===== src/fp_alu_consts.svh =====
// Shared constants of the floating-point execution unit
// Word width, register address width and issue-to-result latency

`ifndef FP_ALU_CONSTS_SVH
`define FP_ALU_CONSTS_SVH

// Operand and result word
`define FP_DATA_WIDTH 32

// Destination register address
`define FP_REG_ADDR_WIDTH 8

// Cycles from issue to result, 3 or more
`define FP_ALU_LATENCY 3

`endif


===== src/fp_alu_pkg.sv =====
// Types of the floating-point execution unit
// Opcode enumeration, single-precision field layout and word union

`default_nettype none

`include "fp_alu_consts.svh"

package fp_alu_pkg;

    ////////////////////////////////////////////////////////////////////////////
    // Opcodes
    ////////////////////////////////////////////////////////////////////////////

    // Codes 4'hC to 4'hF are undefined and produce no result
    typedef enum logic [3:0] {
        LDR  = 4'h0,
        ABS  = 4'h1,
        LAND = 4'h2,
        LOR  = 4'h3,
        LXOR = 4'h4,
        LNOT = 4'h5,
        BGT  = 4'h6,
        BLE  = 4'h7,
        BEQ  = 4'h8,
        BNE  = 4'h9,
        SATP = 4'hA,
        SATN = 4'hB
    } opcode_t;

    ////////////////////////////////////////////////////////////////////////////
    // Data words
    ////////////////////////////////////////////////////////////////////////////

    // IEEE 754 single precision layout
    typedef struct packed {
        logic        sign;
        logic [7:0]  exponent;
        logic [22:0] mantissa;
    } fp_fields_t;

    // Logic units see raw bits, ordering logic sees the fields
    typedef union packed {
        fp_fields_t                 fields;
        logic [`FP_DATA_WIDTH-1:0] bits;
    } fp_word_t;

endpackage

`default_nettype wire


===== src/fp_issue_if.sv =====
// Issue bundle of one operation
// Modport for the issuing side and for the functional units

`timescale 1ns/1ps
`default_nettype none

`include "fp_alu_consts.svh"

interface fp_issue_if;

    logic                          valid;
    fp_alu_pkg::opcode_t           opcode;
    fp_alu_pkg::fp_word_t          a;
    fp_alu_pkg::fp_word_t          b;
    logic [`FP_REG_ADDR_WIDTH-1:0] dest;

    modport issuer (
        output valid,
        output opcode,
        output a,
        output b,
        output dest
    );

    modport unit (
        input valid,
        input opcode,
        input a,
        input b,
        input dest
    );

endinterface

`default_nettype wire


===== src/fp_alu_top.sv =====
// Top level of the floating-point execution unit
// Issue bundle, bitwise and compare units, delay lines and merge

`timescale 1ns/1ps
`default_nettype none

`include "fp_alu_consts.svh"

module fp_alu_top (
    input  logic                          clock,
    input  logic                          arst_n,
    input  logic                          issue_valid,
    input  fp_alu_pkg::opcode_t           issue_opcode,
    input  logic [`FP_DATA_WIDTH-1:0]     issue_a,
    input  logic [`FP_DATA_WIDTH-1:0]     issue_b,
    input  logic [`FP_REG_ADDR_WIDTH-1:0] issue_dest,
    output logic                          result_valid,
    output logic [`FP_DATA_WIDTH-1:0]     result_data,
    output logic [`FP_REG_ADDR_WIDTH-1:0] result_dest
);

    fp_issue_if issue_bus ();

    logic                          bit_valid;
    fp_alu_pkg::fp_word_t          bit_data;
    logic [`FP_REG_ADDR_WIDTH-1:0] bit_dest;
    logic                          cmp_valid;
    fp_alu_pkg::fp_word_t          cmp_data;
    logic [`FP_REG_ADDR_WIDTH-1:0] cmp_dest;

    logic                          bit_pad_valid;
    fp_alu_pkg::fp_word_t          bit_pad_data;
    logic [`FP_REG_ADDR_WIDTH-1:0] bit_pad_dest;
    logic                          cmp_pad_valid;
    fp_alu_pkg::fp_word_t          cmp_pad_data;
    logic [`FP_REG_ADDR_WIDTH-1:0] cmp_pad_dest;
    fp_alu_pkg::fp_word_t          merged_data;

    // Issue side of the bundle
    assign issue_bus.valid  = issue_valid;
    assign issue_bus.opcode = issue_opcode;
    assign issue_bus.a      = issue_a;
    assign issue_bus.b      = issue_b;
    assign issue_bus.dest   = issue_dest;

    fp_bitwise_unit u_bitwise (
        .clock     (clock),
        .arst_n    (arst_n),
        .issue     (issue_bus),
        .out_valid (bit_valid),
        .out_data  (bit_data),
        .out_dest  (bit_dest)
    );

    fp_compare_unit u_compare (
        .clock     (clock),
        .arst_n    (arst_n),
        .issue     (issue_bus),
        .out_valid (cmp_valid),
        .out_data  (cmp_data),
        .out_dest  (cmp_dest)
    );

    ////////////////////////////////////////////////////////////////////////////
    // Padding to the common latency
    ////////////////////////////////////////////////////////////////////////////

    fp_delay_line #(
        .STAGES (`FP_ALU_LATENCY - 1)
    ) u_bit_pad (
        .clock     (clock),
        .arst_n    (arst_n),
        .in_valid  (bit_valid),
        .in_data   (bit_data),
        .in_dest   (bit_dest),
        .out_valid (bit_pad_valid),
        .out_data  (bit_pad_data),
        .out_dest  (bit_pad_dest)
    );

    fp_delay_line #(
        .STAGES (`FP_ALU_LATENCY - 2)
    ) u_cmp_pad (
        .clock     (clock),
        .arst_n    (arst_n),
        .in_valid  (cmp_valid),
        .in_data   (cmp_data),
        .in_dest   (cmp_dest),
        .out_valid (cmp_pad_valid),
        .out_data  (cmp_pad_data),
        .out_dest  (cmp_pad_dest)
    );

    fp_result_merge u_merge (
        .bit_valid    (bit_pad_valid),
        .bit_data     (bit_pad_data),
        .bit_dest     (bit_pad_dest),
        .cmp_valid    (cmp_pad_valid),
        .cmp_data     (cmp_pad_data),
        .cmp_dest     (cmp_pad_dest),
        .result_valid (result_valid),
        .result_data  (merged_data),
        .result_dest  (result_dest)
    );

    assign result_data = merged_data.bits;

endmodule

`default_nettype wire


===== src/fp_bitwise_unit.sv =====
// Single-stage bitwise unit
// Load passthrough, absolute value and logic operations

`timescale 1ns/1ps
`default_nettype none

`include "fp_alu_consts.svh"

module fp_bitwise_unit (
    input  logic                          clock,
    input  logic                          arst_n,
    fp_issue_if.unit                      issue,
    output logic                          out_valid,
    output fp_alu_pkg::fp_word_t          out_data,
    output logic [`FP_REG_ADDR_WIDTH-1:0] out_dest
);

    logic                 claim;
    fp_alu_pkg::fp_word_t abs_word;
    fp_alu_pkg::fp_word_t result;

    // Only the sign field changes for ABS
    always_comb begin
        abs_word             = issue.a;
        abs_word.fields.sign = 1'b0;
    end

    always_comb begin
        claim       = 1'b1;
        result.bits = '0;
        case (issue.opcode)
            fp_alu_pkg::LDR:  result      = issue.a;
            fp_alu_pkg::ABS:  result      = abs_word;
            fp_alu_pkg::LAND: result.bits = issue.a.bits & issue.b.bits;
            fp_alu_pkg::LOR:  result.bits = issue.a.bits | issue.b.bits;
            fp_alu_pkg::LXOR: result.bits = issue.a.bits ^ issue.b.bits;
            fp_alu_pkg::LNOT: result.bits = ~issue.a.bits;
            default:          claim       = 1'b0;
        endcase
    end

    always_ff @(posedge clock or negedge arst_n) begin
        if (!arst_n) begin
            out_valid <= 1'b0;
        end else begin
            out_valid <= issue.valid && claim;
        end
    end

    always_ff @(posedge clock) begin
        if (issue.valid && claim) begin
            out_data <= result;
            out_dest <= issue.dest;
        end
    end

endmodule

`default_nettype wire


===== src/fp_compare_unit.sv =====
// Two-stage float compare unit
// Comparisons BGT, BLE, BEQ, BNE and saturation SATP, SATN

`timescale 1ns/1ps
`default_nettype none

`include "fp_alu_consts.svh"

module fp_compare_unit (
    input  logic                          clock,
    input  logic                          arst_n,
    fp_issue_if.unit                      issue,
    output logic                          out_valid,
    output fp_alu_pkg::fp_word_t          out_data,
    output logic [`FP_REG_ADDR_WIDTH-1:0] out_dest
);

    logic        claim;
    logic [30:0] mag_a;
    logic [30:0] mag_b;
    logic        both_zero;
    logic        a_lt_b;
    logic        a_eq_b;

    // Stage one registers
    logic                          s1_valid;
    fp_alu_pkg::opcode_t           s1_opcode;
    fp_alu_pkg::fp_word_t          s1_a;
    fp_alu_pkg::fp_word_t          s1_b;
    logic [`FP_REG_ADDR_WIDTH-1:0] s1_dest;
    logic                          s1_lt;
    logic                          s1_eq;

    fp_alu_pkg::fp_word_t          result;

    always_comb begin
        case (issue.opcode)
            fp_alu_pkg::BGT,
            fp_alu_pkg::BLE,
            fp_alu_pkg::BEQ,
            fp_alu_pkg::BNE,
            fp_alu_pkg::SATP,
            fp_alu_pkg::SATN: claim = 1'b1;
            default:          claim = 1'b0;
        endcase
    end

    ////////////////////////////////////////////////////////////////////////////
    // Sign-magnitude ordering
    ////////////////////////////////////////////////////////////////////////////

    assign mag_a     = {issue.a.fields.exponent, issue.a.fields.mantissa};
    assign mag_b     = {issue.b.fields.exponent, issue.b.fields.mantissa};
    // +0 and -0 compare equal
    assign both_zero = (mag_a == '0) && (mag_b == '0);
    assign a_eq_b    = both_zero || (issue.a.bits == issue.b.bits);

    always_comb begin
        if (both_zero) begin
            a_lt_b = 1'b0;
        end else if (issue.a.fields.sign != issue.b.fields.sign) begin
            // Negative side is the smaller one
            a_lt_b = issue.a.fields.sign;
        end else if (issue.a.fields.sign) begin
            a_lt_b = mag_a > mag_b;
        end else begin
            a_lt_b = mag_a < mag_b;
        end
    end

    always_ff @(posedge clock or negedge arst_n) begin
        if (!arst_n) begin
            s1_valid <= 1'b0;
        end else begin
            s1_valid <= issue.valid && claim;
        end
    end

    always_ff @(posedge clock) begin
        s1_opcode <= issue.opcode;
        s1_a      <= issue.a;
        s1_b      <= issue.b;
        s1_dest   <= issue.dest;
        s1_lt     <= a_lt_b;
        s1_eq     <= a_eq_b;
    end

    ////////////////////////////////////////////////////////////////////////////
    // Result forming
    ////////////////////////////////////////////////////////////////////////////

    always_comb begin
        case (s1_opcode)
            fp_alu_pkg::BGT:  result.bits = {`FP_DATA_WIDTH{!s1_lt && !s1_eq}};
            fp_alu_pkg::BLE:  result.bits = {`FP_DATA_WIDTH{s1_lt || s1_eq}};
            fp_alu_pkg::BEQ:  result.bits = {`FP_DATA_WIDTH{s1_eq}};
            fp_alu_pkg::BNE:  result.bits = {`FP_DATA_WIDTH{!s1_eq}};
            // Clamp a to upper bound b
            fp_alu_pkg::SATP: result = s1_lt ? s1_a : s1_b;
            // Clamp a to lower bound b
            fp_alu_pkg::SATN: result = s1_lt ? s1_b : s1_a;
            default:          result.bits = '0;
        endcase
    end

    always_ff @(posedge clock or negedge arst_n) begin
        if (!arst_n) begin
            out_valid <= 1'b0;
        end else begin
            out_valid <= s1_valid;
        end
    end

    always_ff @(posedge clock) begin
        if (s1_valid) begin
            out_data <= result;
            out_dest <= s1_dest;
        end
    end

endmodule

`default_nettype wire


===== src/fp_delay_line.sv =====
// Result delay line
// Pads a functional unit output to the common latency

`timescale 1ns/1ps
`default_nettype none

`include "fp_alu_consts.svh"

module fp_delay_line #(
    parameter int STAGES = 1
) (
    input  logic                          clock,
    input  logic                          arst_n,
    input  logic                          in_valid,
    input  fp_alu_pkg::fp_word_t          in_data,
    input  logic [`FP_REG_ADDR_WIDTH-1:0] in_dest,
    output logic                          out_valid,
    output fp_alu_pkg::fp_word_t          out_data,
    output logic [`FP_REG_ADDR_WIDTH-1:0] out_dest
);

    logic [STAGES-1:0]             valid_q;
    fp_alu_pkg::fp_word_t          data_q [STAGES];
    logic [`FP_REG_ADDR_WIDTH-1:0] dest_q [STAGES];

    always_ff @(posedge clock or negedge arst_n) begin
        if (!arst_n) begin
            valid_q <= '0;
        end else begin
            valid_q[0] <= in_valid;
            for (int i = 1; i < STAGES; i++) begin
                valid_q[i] <= valid_q[i-1];
            end
        end
    end

    // Payload moves only with a valid entry
    always_ff @(posedge clock) begin
        if (in_valid) begin
            data_q[0] <= in_data;
            dest_q[0] <= in_dest;
        end
        for (int i = 1; i < STAGES; i++) begin
            if (valid_q[i-1]) begin
                data_q[i] <= data_q[i-1];
                dest_q[i] <= dest_q[i-1];
            end
        end
    end

    assign out_valid = valid_q[STAGES-1];
    assign out_data  = data_q[STAGES-1];
    assign out_dest  = dest_q[STAGES-1];

endmodule

`default_nettype wire


===== src/fp_result_merge.sv =====
// Result merge stage
// Forwards whichever padded unit result is valid

`timescale 1ns/1ps
`default_nettype none

`include "fp_alu_consts.svh"

module fp_result_merge (
    input  logic                          bit_valid,
    input  fp_alu_pkg::fp_word_t          bit_data,
    input  logic [`FP_REG_ADDR_WIDTH-1:0] bit_dest,
    input  logic                          cmp_valid,
    input  fp_alu_pkg::fp_word_t          cmp_data,
    input  logic [`FP_REG_ADDR_WIDTH-1:0] cmp_dest,
    output logic                          result_valid,
    output fp_alu_pkg::fp_word_t          result_data,
    output logic [`FP_REG_ADDR_WIDTH-1:0] result_dest
);

    // One issue claims one unit, so the valids never overlap
    assign result_valid = bit_valid | cmp_valid;

    always_comb begin
        if (bit_valid) begin
            result_data = bit_data;
            result_dest = bit_dest;
        end else if (cmp_valid) begin
            result_data = cmp_data;
            result_dest = cmp_dest;
        end else begin
            // Idle bus reads as zero
            result_data.bits = '0;
            result_dest      = '0;
        end
    end

endmodule

`default_nettype wire

===== config.mk =====
export PLATFORM = sky130hd
export DESIGN_NAME = fp_alu_top
export DESIGN_NICKNAME = d
export VERILOG_FILES = /design/src/fp_alu_pkg.sv /design/src/fp_issue_if.sv /design/src/fp_alu_top.sv /design/src/fp_bitwise_unit.sv /design/src/fp_compare_unit.sv /design/src/fp_delay_line.sv /design/src/fp_result_merge.sv
export VERILOG_INCLUDE_DIRS = /design/src
export SDC_FILE = /design/constraint.sdc
export NUM_CORES = 1
export LEC_CHECK = 0
export BUFFER_PORTS_ARGS = -buffer_cell sky130_fd_sc_hd__buf_2
export CAP_MARGIN = 20
export CORE_MARGIN = 1
export CORE_UTILIZATION = 59
export CTS_CLUSTER_SIZE = 12
export DETAILED_ROUTE_END_ITERATION = 16
export HOLD_SLACK_MARGIN = 0.08
export PLACE_DENSITY = 0.83
export SYNTH_ARGS = -nofsm -noshare
export SYNTH_HDL_FRONTEND = slang
export SYNTH_SLANG_ARGS = --single-unit
export TNS_END_PERCENT = 30

===== constraint.sdc =====
create_clock -name clock -period 2.1 [get_ports clock]
set_input_delay 0.21 -clock clock [delete_from_list [all_inputs] [get_ports clock]]
set_output_delay 0.21 -clock clock [all_outputs]
set_load 0.01 [all_outputs]

; Word level (Yosys, flattened, before mapping)
; Memory sizes are Yosys's and may differ from the RTL's.
; Index checks and enable logic that the tools add are counted.
[totals]
ff_bits = 164
mem_bits_rw = 120
word_cells = 76
memories = 4
[op_classes]
n_lt_le_gt_ge = 2
eq_ne = 19
muxes = 18
bitwise = 5
n_reduce_logical = 13
[memory_table]
columns = name, words, width, read_ports, rd_ports_with_merged_regs, write_ports, line
row1 = u_bit_pad.data_q, 2, 32, 2, 0, 2, fp_delay_line.sv:23  ; fp_alu_pkg::fp_word_t data_q [STAGES];
row2 = u_cmp_pad.data_q, 1, 32, 1, 0, 1, fp_delay_line.sv:23
row3 = u_bit_pad.dest_q, 2, 8, 2, 0, 2, fp_delay_line.sv:24  ; logic [`FP_REG_ADDR_WIDTH-1:0] dest_q [STAGES];
row4 = u_cmp_pad.dest_q, 1, 8, 1, 0, 1, fp_delay_line.sv:24
[op_table]
columns = cell, n
row1 = $pmux 32 s6, 2
row2 = $mux 32, 4
row3 = $logic_not 31->1, 2
row4 = $and 32x32->32, 1
row5 = $eq 32x32->1, 1
row6 = $eq 4x4->1 const B, 8
row7 = $not 32->32, 1
row8 = $or 32x32->32, 1
row9 = $xor 32x32->32, 1
row10 = $gt 31x31->1, 1
row11 = $lt 31x31->1, 1
row12 = $eq 4x3->1 const B, 6
row13 = $mux 8, 2
row14 = $reduce_or 6->1, 2
row15 = $mux 1, 10
row16 = $eq 4x2->1 const B, 2
row17 = $eq 4x1->1 const B, 1
row18 = $logic_and 1x1->1, 4
row19 = $logic_not 4->1, 1
row20 = $logic_not 1->1, 2
row21 = $logic_or 1x1->1, 2
row22 = $ne 1x1->1, 1
row23 = $or 1x1->1, 1

; Depth between registers and ports, before layout
; Gate-level depths: netlist of run 1.
[depth]
ltp_word = 4
depth_mapped = 8

; By module
; A second synthesis of run 1 with hierarchy kept.
[hier_totals]
cells_unflattened = 940
area_unflattened_um2 = 12505.7
[modules_own_cells]
columns = module, n_inst, cells_per_inst, area_each_um2, seq_area_each_um2
row1 = fp_compare_unit, 1, 344, 4419.2, 2812.7
row2 = fp_bitwise_unit, 1, 378, 3661.0, 1226.2
row3 = fp_delay_line (u_bit_pad), 1, 122, 2752.6, 2452.4
row4 = fp_delay_line (u_cmp_pad), 1, 41, 1226.2, 1226.2
row5 = fp_result_merge, 1, 55, 446.7, 0.0

; Least setup slack after synthesis of run 1
; OpenSTA, ideal clock, no wires.
[synth_path]
path_kind = in2reg
startpoint = input port issue_valid
endpoint = register u_bitwise.out_data[0] (netlist name) (enable)
setup_time_ns = 0.500
t_arrival_ns = 3.312
t_required_ns = 1.600
path_slack_ns = -1.712
stages = 2
path_buffers = 0
path_cell_list = inv_1 > a211oi_1
[synth_via]
elab_chain_cells = 1
[synth_lines]
columns = item, line
row1 = "start, declared", fp_alu_top.sv:12  ; input logic issue_valid,
row2 = $logic_and 1x1->1, fp_bitwise_unit.sv:51  ; if (issue.valid && claim) begin
row3 = "end signal, assigned", fp_bitwise_unit.sv:52  ; out_data <= result;
row4 = "end, declared", fp_bitwise_unit.sv:14  ; output fp_alu_pkg::fp_word_t out_data,
; No other way between the ends.
; A chain may end at the register's enable or synchronous reset.

; Final worst setup path of run 1
[layout_path]
startpoint = input port issue_b[10]
endpoint = register u_compare.s1_lt
[layout_via]
elab_chain_cells = 3
elab_cells_between_ends = 6
cone_classes = 2 x order compare / 2 x mux / 2 x reduce/logical
[layout_lines]
columns = item, line
row1 = "start, declared", fp_alu_top.sv:15  ; input logic [`FP_DATA_WIDTH-1:0] issue_b,
row2 = $lt 31x31->1 or $gt 31x31->1 (tied branches), "fp_compare_unit.sv:67, fp_compare_unit.sv:65"
row3 = $mux 1, fp_compare_unit.sv:64  ; end else if (issue.a.fields.sign) begin
row4 = $mux 1, fp_compare_unit.sv:61  ; end else if (issue.a.fields.sign != issue.b.fields.sign) begin
row5 = "end signal, assigned", fp_compare_unit.sv:84  ; s1_lt <= a_lt_b;
row6 = "end, declared", fp_compare_unit.sv:31  ; logic s1_lt;
; Several ways; a longest one is shown, not always the timed one.

==> reports/qor.yml, run 1 <==
status:
  outcome: "finished with violations"
  violations_in_the_final_reports: "negative setup slack"
clock_tree:
  htree_num_levels: 1
  cts.root.buffer_cell: "clkbuf_16"
  clkSinkCount: 284
  ctsLongestPathBuffers: 3
  clkTransAtPathRegs_ns: 0.06
  cts_tree: "built"
  insertion_delay_ns: 0.54
  cts_inserted_buffers: 29
worst_setup_path:
  worstSetupEndpointType: "register"
  crit_family: "buffers and inverters"
  worstSetupStartpointType: "primary input"
  critical_path.max_stage_delay_ns: 0.53
  cp.arrival_ns: 2.58
  setup.worst_path.class: "primary input to register"
  cp_cell_sequence: "dlygate4sd3_1 -> buf_2 -> inv_1 -> ha_1 -> nor4_1 -> buf_4 -> o311a_1 -> o41ai_2 -> or3_1 -> o311ai_2"
  critical_path.n_buffers_inverters: 4
  worst_path_max_delay_cell: "dlygate4sd3_1"
  critPathMaxFanout: 4
  regToRegSetupSlack_ns: 0.15
  cp_data_required_time_ns: 2.54
pwr:
  power_frac_seq_pct: 50.4
  p_clk_share_pct: 38.5
  pwr_density_cell_mw_per_mm2: 853
  comb_power_share_pct: 11.1
  cell_internal_pwr_w: 0.00979
  switching_power_w: 0.00295
  totalPowerFinal_w: 0.0127
  power.ir.vdd_worst_uv: 653
  p_sw_share_pct: 23.2
  power_leakage_nw: 6.29
detailed_routing:
  vias_per_cell: 5.92
  first_pass_iteration_count_of_the_detailed_router: 6
  drt_iter0_drc: 917
  post-route-drc-count: 0
  vias: 8240
  ant_nets: 0
  routed_wirelength_mm: 30.5
  avg_wl_per_cell_um: 22.0
timing:
  finalHoldViolCount: 0
  layout_min_cycle_time_ns: 2.13
  fin_crit_sh_pct: 101
  slew-limit-headroom_pct: 62.2
  fin_worst_skew_ns: 0.0192
  worst-slew-pin-transition_ns: 0.562
  finalMaxSlewViolations: 0
  maxClockFrequency_mhz: 469
  hold_ws_ns: 0.167
  totalNegativeSetupSlack_ns: -0.0301
  final-setup-viol-count: 1
  fin_ws_ns: -0.0301
logic_synthesis:
  netlist_top_cells_area: "edfxtp_1, dfxtp_1, ha_1, a22o_1, mux2i_1"
  yosysUniqueCellTypes: 46
  synth_fa_ha_area_share_pct: 10.3
  yosys-mux-area-fraction_pct: 2.78
  netlist_top_cells_count: "edfxtp_1, ha_1, dfxtp_1"
  yosysTopAreaCell: "edfxtp_1"
  syn_inst: 816
  synth_top_area_share_pct: 52.2
  synth_compound_gate_area_share_pct: 11.4
  post_synth_instance_area_mm2: 0.0115
  synthXorXnorAreaFrac_pct: 0.0761
  postSynth.asyncResetShare_pct: 2.11
  number_of_enable_flip_flop_cells_after_synthesis: 200
  synth_top_family_by_area: "compound AO/OA/AOI/OAI gates"
  synth_warnings: 0
  synth_ff_type: "edfxtp_1"
  yosys_register_bits: 284
  postSynthNetCount: 990
  synth_simple_gate_area_share_pct: 4.74
  synth_most_common_cell: "edfxtp_1"
  average_cell_area_after_synthesis_um2: 14.1
  sequential_area_share_after_synthesis_pct: 67.1
grt:
  global_route_wire_length_before_repair_mm: 45.7
  number_of_global_route_vias_before_repair: 8061
  grt_start_max_net_pins: 43
  number_of_antenna_violations_at_the_first_check_in_global_routing: 1
  grt_util_all_layers_pct: 30.6
  grt_overflow: 0
floorplan:
  die_width_um: 142
  core_mm2: 0.0189
  start_util_pct: 60.9
  height_of_the_die_um: 142
  io_pins: 120
  die_area_mm2: 0.0201
  row_count: 50
placement:
  port_buffers: 119
  dp_hpwl_mm: 17.8
  place_area_mm2: 0.0131
  gp_congestion: 0.977
cells_and_area:
  n_fill_cell: 992
  finish.net_count: 1282
  layout.core_utilization_pct: 79.1
  postLayoutCellArea_mm2: 0.0149
  areaGrowthSynthToFinish_pct: 29.9
  share_of_layout_cells_above_drive_strength_1_pct: 24.4
run:
  drv_cap: 0
worst_hold_path:
  worst_hold_path_type: "primary input to register"
==> final cells by class <==
| class | instances | area (um^2) | share of cell area, % |
|---|---|---|---|
| clock buffer | 46 | 800 | 5.35 |
| inverter | 75 | 282 | 1.88 |
| antenna | 1 | 2.50 | 0.0167 |
| clock inverter | 7 | 90.1 | 0.603 |
| multi-input combinational | 422 | 3510 | 23.5 |
| timing repair buffer | 296 | 2220 | 14.8 |
| sequential | 284 | 7720 | 51.6 |
| tap | 260 | 325 | 2.18 |
==> layout by cell type (no fill, tap or decap), types with 16 or more instances in the layout <==
cell,instances
inv_1,75
nor4_1,18
buf_4,92
a21oi_1,31
edfxtp_1,200
o21ai_0,36
a22o_1,39
nor2_1,33
ha_1,90
a22oi_1,24
buf_2,115
o211ai_1,25
clkbuf_1,16
dfxtp_1,78
clkbuf_16,29
mux2i_1,32
dlygate4sd3_1,78
nand2_1,18
==> per-layer routing <==
layer | part of all wire (%) | up-vias | track usage (%)
li1 | - | 3631 | -
met1 | 38 | 3936 | 39.7
met2 | 49 | 556 | 51.8
met3 | 8.9 | 117 | 4.08
met4 | 4.7 | 0 | 13.5
met5 | 0 | - | 0
==> path summary, 6_finish.rpt <==
| kind | start | to | cells past startpoint |
|---|---|---|---|
| min in group asynchronous | arst_n | u_compare.s1_valid$_DFF_PN0_ | 3 |
| max | issue_b[10] | u_compare.s1_lt$_SDFF_PP0_ | 10 |
| min reg2reg | u_compare.s1_dest[5]$_DFF_P_ | u_compare.out_dest[5]$_DFFE_PP_ | 0 |
| min | issue_b[1] | u_compare.s1_b[1]$_DFF_P_ | 2 |
| max in group asynchronous | arst_n | u_bitwise.out_valid$_DFF_PN0_ | 3 |
| max reg2reg | u_compare.s1_opcode[1]$_DFF_P_ | u_compare.out_data[0]$_DFFE_PP_ | 5 |
==> what timing repair did <==
item	CTS	global route
hold buffers	79	5
resized for setup	1	22
pin swaps	0	7
endpoints found under the setup margin	17	1
hold endpoints to repair	92	5
buffers inserted	0	1
==> flip-flops by register name, indices dropped and copies added, names as in the netlist, 2 cells and up <==
signal / flops
u_bit_pad.data_q: 64
u_bitwise.out_data: 32
u_cmp_pad.data_q: 32
u_compare.out_data: 32
u_compare.s1_a: 32
u_compare.s1_b: 32
u_bit_pad.dest_q: 16
u_bitwise.out_dest: 8
u_cmp_pad.dest_q: 8
u_compare.out_dest: 8
u_compare.s1_dest: 8
u_compare.s1_opcode: 4
u_bit_pad.valid_q: 2
==> power by group through the flow <==
stage	clock [W]	combinational, W	sequential (W)
2_1_floorplan	0	0.000538	0.00654
3_3_place_gp	0	0.00115	0.00650
3_5_place_dp	0	0.00119	0.00653
4_1_cts	0.00487	0.00132	0.00642
5_1_grt	0.00516	0.00149	0.00644
6_report	0.00491	0.00141	0.00643
==> through the flow <==
step / std cells / worst slack (ns)
global route: 1391 / -0.0800
detailed placement: 1258 / -0.126
global placement: 1258 / -0.0387
floorplan: 816 / 0.232
finish: 1391 / -0.0301
CTS: 1390 / 0.0139
==> logic make-up after synthesis <==
group	after synthesis
AOI/OAI and AO/OA	187
xor gates and xnor gates	1
adders and majority gates	95
buffers and inverters	110
DFF	284
muxes	32
and+or+nand+nor	107
(Power assumes the default switching activity.)
==> inputs of run 2 (changes only) <==
--- a/config.mk
+++ b/config.mk
@@ -14,6 +14,7 @@
 export DETAILED_ROUTE_END_ITERATION = 16
 export HOLD_SLACK_MARGIN = 0.08
 export PLACE_DENSITY = 0.83
+export SETUP_SLACK_MARGIN = 0.02
 export SYNTH_ARGS = -nofsm -noshare
 export SYNTH_HDL_FRONTEND = slang
 export SYNTH_SLANG_ARGS = --single-unit
==> run 2 against run 1 <==
- the run now ends clean
- hold slack got worse by 0.080 ns
- non-clock buffer count did not move
- global-route usage is 0.34 points lower
- sequential power hardly changed
- register-to-register slack gained 0.05 ns
- first-iteration DRC count increased by 11%
- largest cell class unchanged
==> reports/qor.yml, run 2 (synthesis gave the netlist of run 1 again) <==
detailed_routing:
  routed_wirelength_mm: 32.2  # +5.3%
  first_pass_iteration_count_of_the_detailed_router: 6  # unchanged
  vias: 8238  # -0.024%
  drt_iter0_drc: 1014  # +11%
  ant_nets: 0  # unchanged
  post-route-drc-count: 0  # unchanged
  avg_wl_per_cell_um: 23.1  # +5.3%
  vias_per_cell: 5.92  # about the same
timing:
  worst-slew-pin-transition_ns: 0.558  # -0.00344 ns
  finalHoldViolCount: 0  # unchanged
  hold_ws_ns: 0.0864  # -0.0804 ns
  finalMaxSlewViolations: 0  # unchanged
  maxClockFrequency_mhz: 476  # +1.5%
  fin_crit_sh_pct: 99.9  # -1.5 points
  slew-limit-headroom_pct: 62.8  # +0.63 points
  unrepaired_setup_endpoints_after_global_routing: "yes"
  layout_min_cycle_time_ns: 2.10  # -0.0315 ns
  final-setup-viol-count: 0  # -1
  fin_worst_skew_ns: 0.0261  # +0.00692 ns
grt:
  grt_util_all_layers_pct: 30.3  # -0.34 points
  number_of_global_route_vias_before_repair: 8104  # +0.53%
  number_of_antenna_violations_at_the_first_check_in_global_routing: 2  # +1
  grt_overflow: 0  # unchanged
  grt_start_max_net_pins: 43  # unchanged
  global_route_wire_length_before_repair_mm: 45.4  # -0.59%
clock_tree:
  cts.root.buffer_cell: "clkbuf_16"
  clkTransAtPathRegs_ns: 0.06  # about the same
  clkSinkCount: 284  # unchanged
  cts_inserted_buffers: 29  # unchanged
  insertion_delay_ns: 0.55  # about the same
  ctsLongestPathBuffers: 3  # unchanged
  cts_tree: "built"
  htree_num_levels: 1  # unchanged
cells_and_area:
  flip_flop_count_of_the_largest_register_after_layout: 64  # unchanged
  registers.top_by_ff_count: "u_bit_pad.data_q"
  postLayoutCellArea_mm2: 0.0150  # +0.38%
  finish.net_count: 1282  # unchanged
  layout.core_utilization_pct: 79.4  # +0.30 points
  layout.cells.most_common: "edfxtp_1"
  areaGrowthSynthToFinish_pct: 30.4
  share_of_layout_cells_above_drive_strength_1_pct: 24.8  # +0.35 points
  mostFrequentLayoutCells: "edfxtp_1, buf_2, buf_4"
worst_setup_path:
  reg_to_reg_endpoint: "u_compare.out_data[15]$_DFFE_PP_"
  worst_path_max_delay_cell: "dlygate4sd3_1"
  cp.arrival_ns: 2.52  # -0.06 ns
  worstSetupStartpointType: "primary input"
  cp_cell_sequence: "buf_2 -> dlygate4sd3_1 -> buf_4 -> nor4_1 -> buf_4 -> nand4_1 -> nor4_2 -> a21o_2 -> a211o_1 -> o311ai_2"
  rr_worst_depth: 4  # -1
  worstSetupEndpointType: "register"
  cp_data_required_time_ns: 2.52  # -0.02 ns
  critical_path.max_stage_delay_ns: 0.56  # +0.03 ns
  setup.worst_path.class: "primary input to register"
  timing.critical_path.mode_cell: "buf_4"
  regToRegStartpoint: "u_compare.s1_lt$_SDFF_PP0_"
  critPathMaxFanout: 6  # +2
  regToRegSetupSlack_ns: 0.20  # +0.05 ns
floorplan:
  die_area_mm2: 0.0201  # unchanged
  height_of_the_die_um: 142  # unchanged
  core_mm2: 0.0189  # unchanged
  row_count: 50  # unchanged
  io_pins: 120  # unchanged
  start_util_pct: 60.9  # unchanged
  die_width_um: 142  # unchanged
pwr:
  power_leakage_nw: 6.30  # +0.16%
  power.ir.vdd_worst_uv: 616  # -5.6%
  pwr_density_cell_mw_per_mm2: 855  # +0.29%
placement:
  place_area_mm2: 0.0131  # unchanged
  dp_hpwl_mm: 17.8  # unchanged
  port_buffers: 119  # unchanged
  gp_congestion: 0.977  # unchanged
worst_hold_path:
  worst_hold_path.num_cells: 2  # unchanged
  hold_start: "issue_b[1]"
  worst_hold_path_type: "primary input to register"
  min_to: "u_compare.s1_b[1]$_DFF_P_"
run:
  drv_cap: 0  # unchanged
status:
  outcome: "completed"
[run 2: through the flow]
step,setup WS (ns),total power (W),instances,TNS [ns]
6_report,0.00135,0.0128,1391,0
5_1_grt,-0.135,0.0132,1391,-0.135
4_1_cts,0.0292,0.0126,1390,0
3_5_place_dp,-0.126,0.00772,1258,-0.126
3_3_place_gp,-0.0387,0.00766,1258,-0.0387
2_1_floorplan,0.232,0.00707,816,0
[run 2: layout make-up]
type                       instances  area [um^2]
multi-input combinational        422         3560
inverter                          75          282
clock inverter                     7         90.1
fill                            1002         3890
timing repair buffer             296         2220
sequential                       284         7720
clock buffer                      46          800
tap                              260          325
antenna                            1         2.50
[run 2: timing repair]
action,4_1_cts,5_1_grt
hold buffers,79,3
resized for setup,1,31
setup buffers,0,1
gates cloned,0,0
pin swaps,0,7
endpoints found under the setup margin,25,3
hold endpoints to repair,92,3
[run 2: how the worst max path moves through the flow]
stage	depth (start not counted)	from	slack (ns)	to
3_5_place_dp	9	issue_a[23]	-0.13	u_compare.s1_lt$_SDFF_PP0_
4_1_cts	10	issue_a[4]	0.03	u_compare.s1_lt$_SDFF_PP0_
2_1_floorplan	8	issue_a[22]	0.23	u_compare.s1_lt$_SDFF_PP0_
3_3_place_gp	9	issue_a[23]	-0.04	u_compare.s1_lt$_SDFF_PP0_
5_1_grt	10	issue_a[23]	-0.13	u_compare.s1_lt$_SDFF_PP0_
6_report	10	issue_a[23]	0.001	u_compare.s1_lt$_SDFF_PP0_
[run 2: worst max-delay path: cells and delay by family]
kind / cells / cell delay, ns
and+or+nand+nor: 3 / 0.94
buffers and inverters: 4 / 1.03
AOI/OAI and AO/OA: 3 / 0.34
[run 2: per-layer routing]
layer	track usage, %	routed length (um)	up-vias
met3	4.62	3130	123
met1	39.1	12100	3919
met5	0	0	-
met4	12.3	1480	0
li1	-	-	3627
met2	51.4	15500	569
[run 2: power by group]
part | internal (W) | switching [W]
combinational | 0.000618 | 0.000832
clock | 0.00285 | 0.00210
sequential | 0.00633 | 0.000102
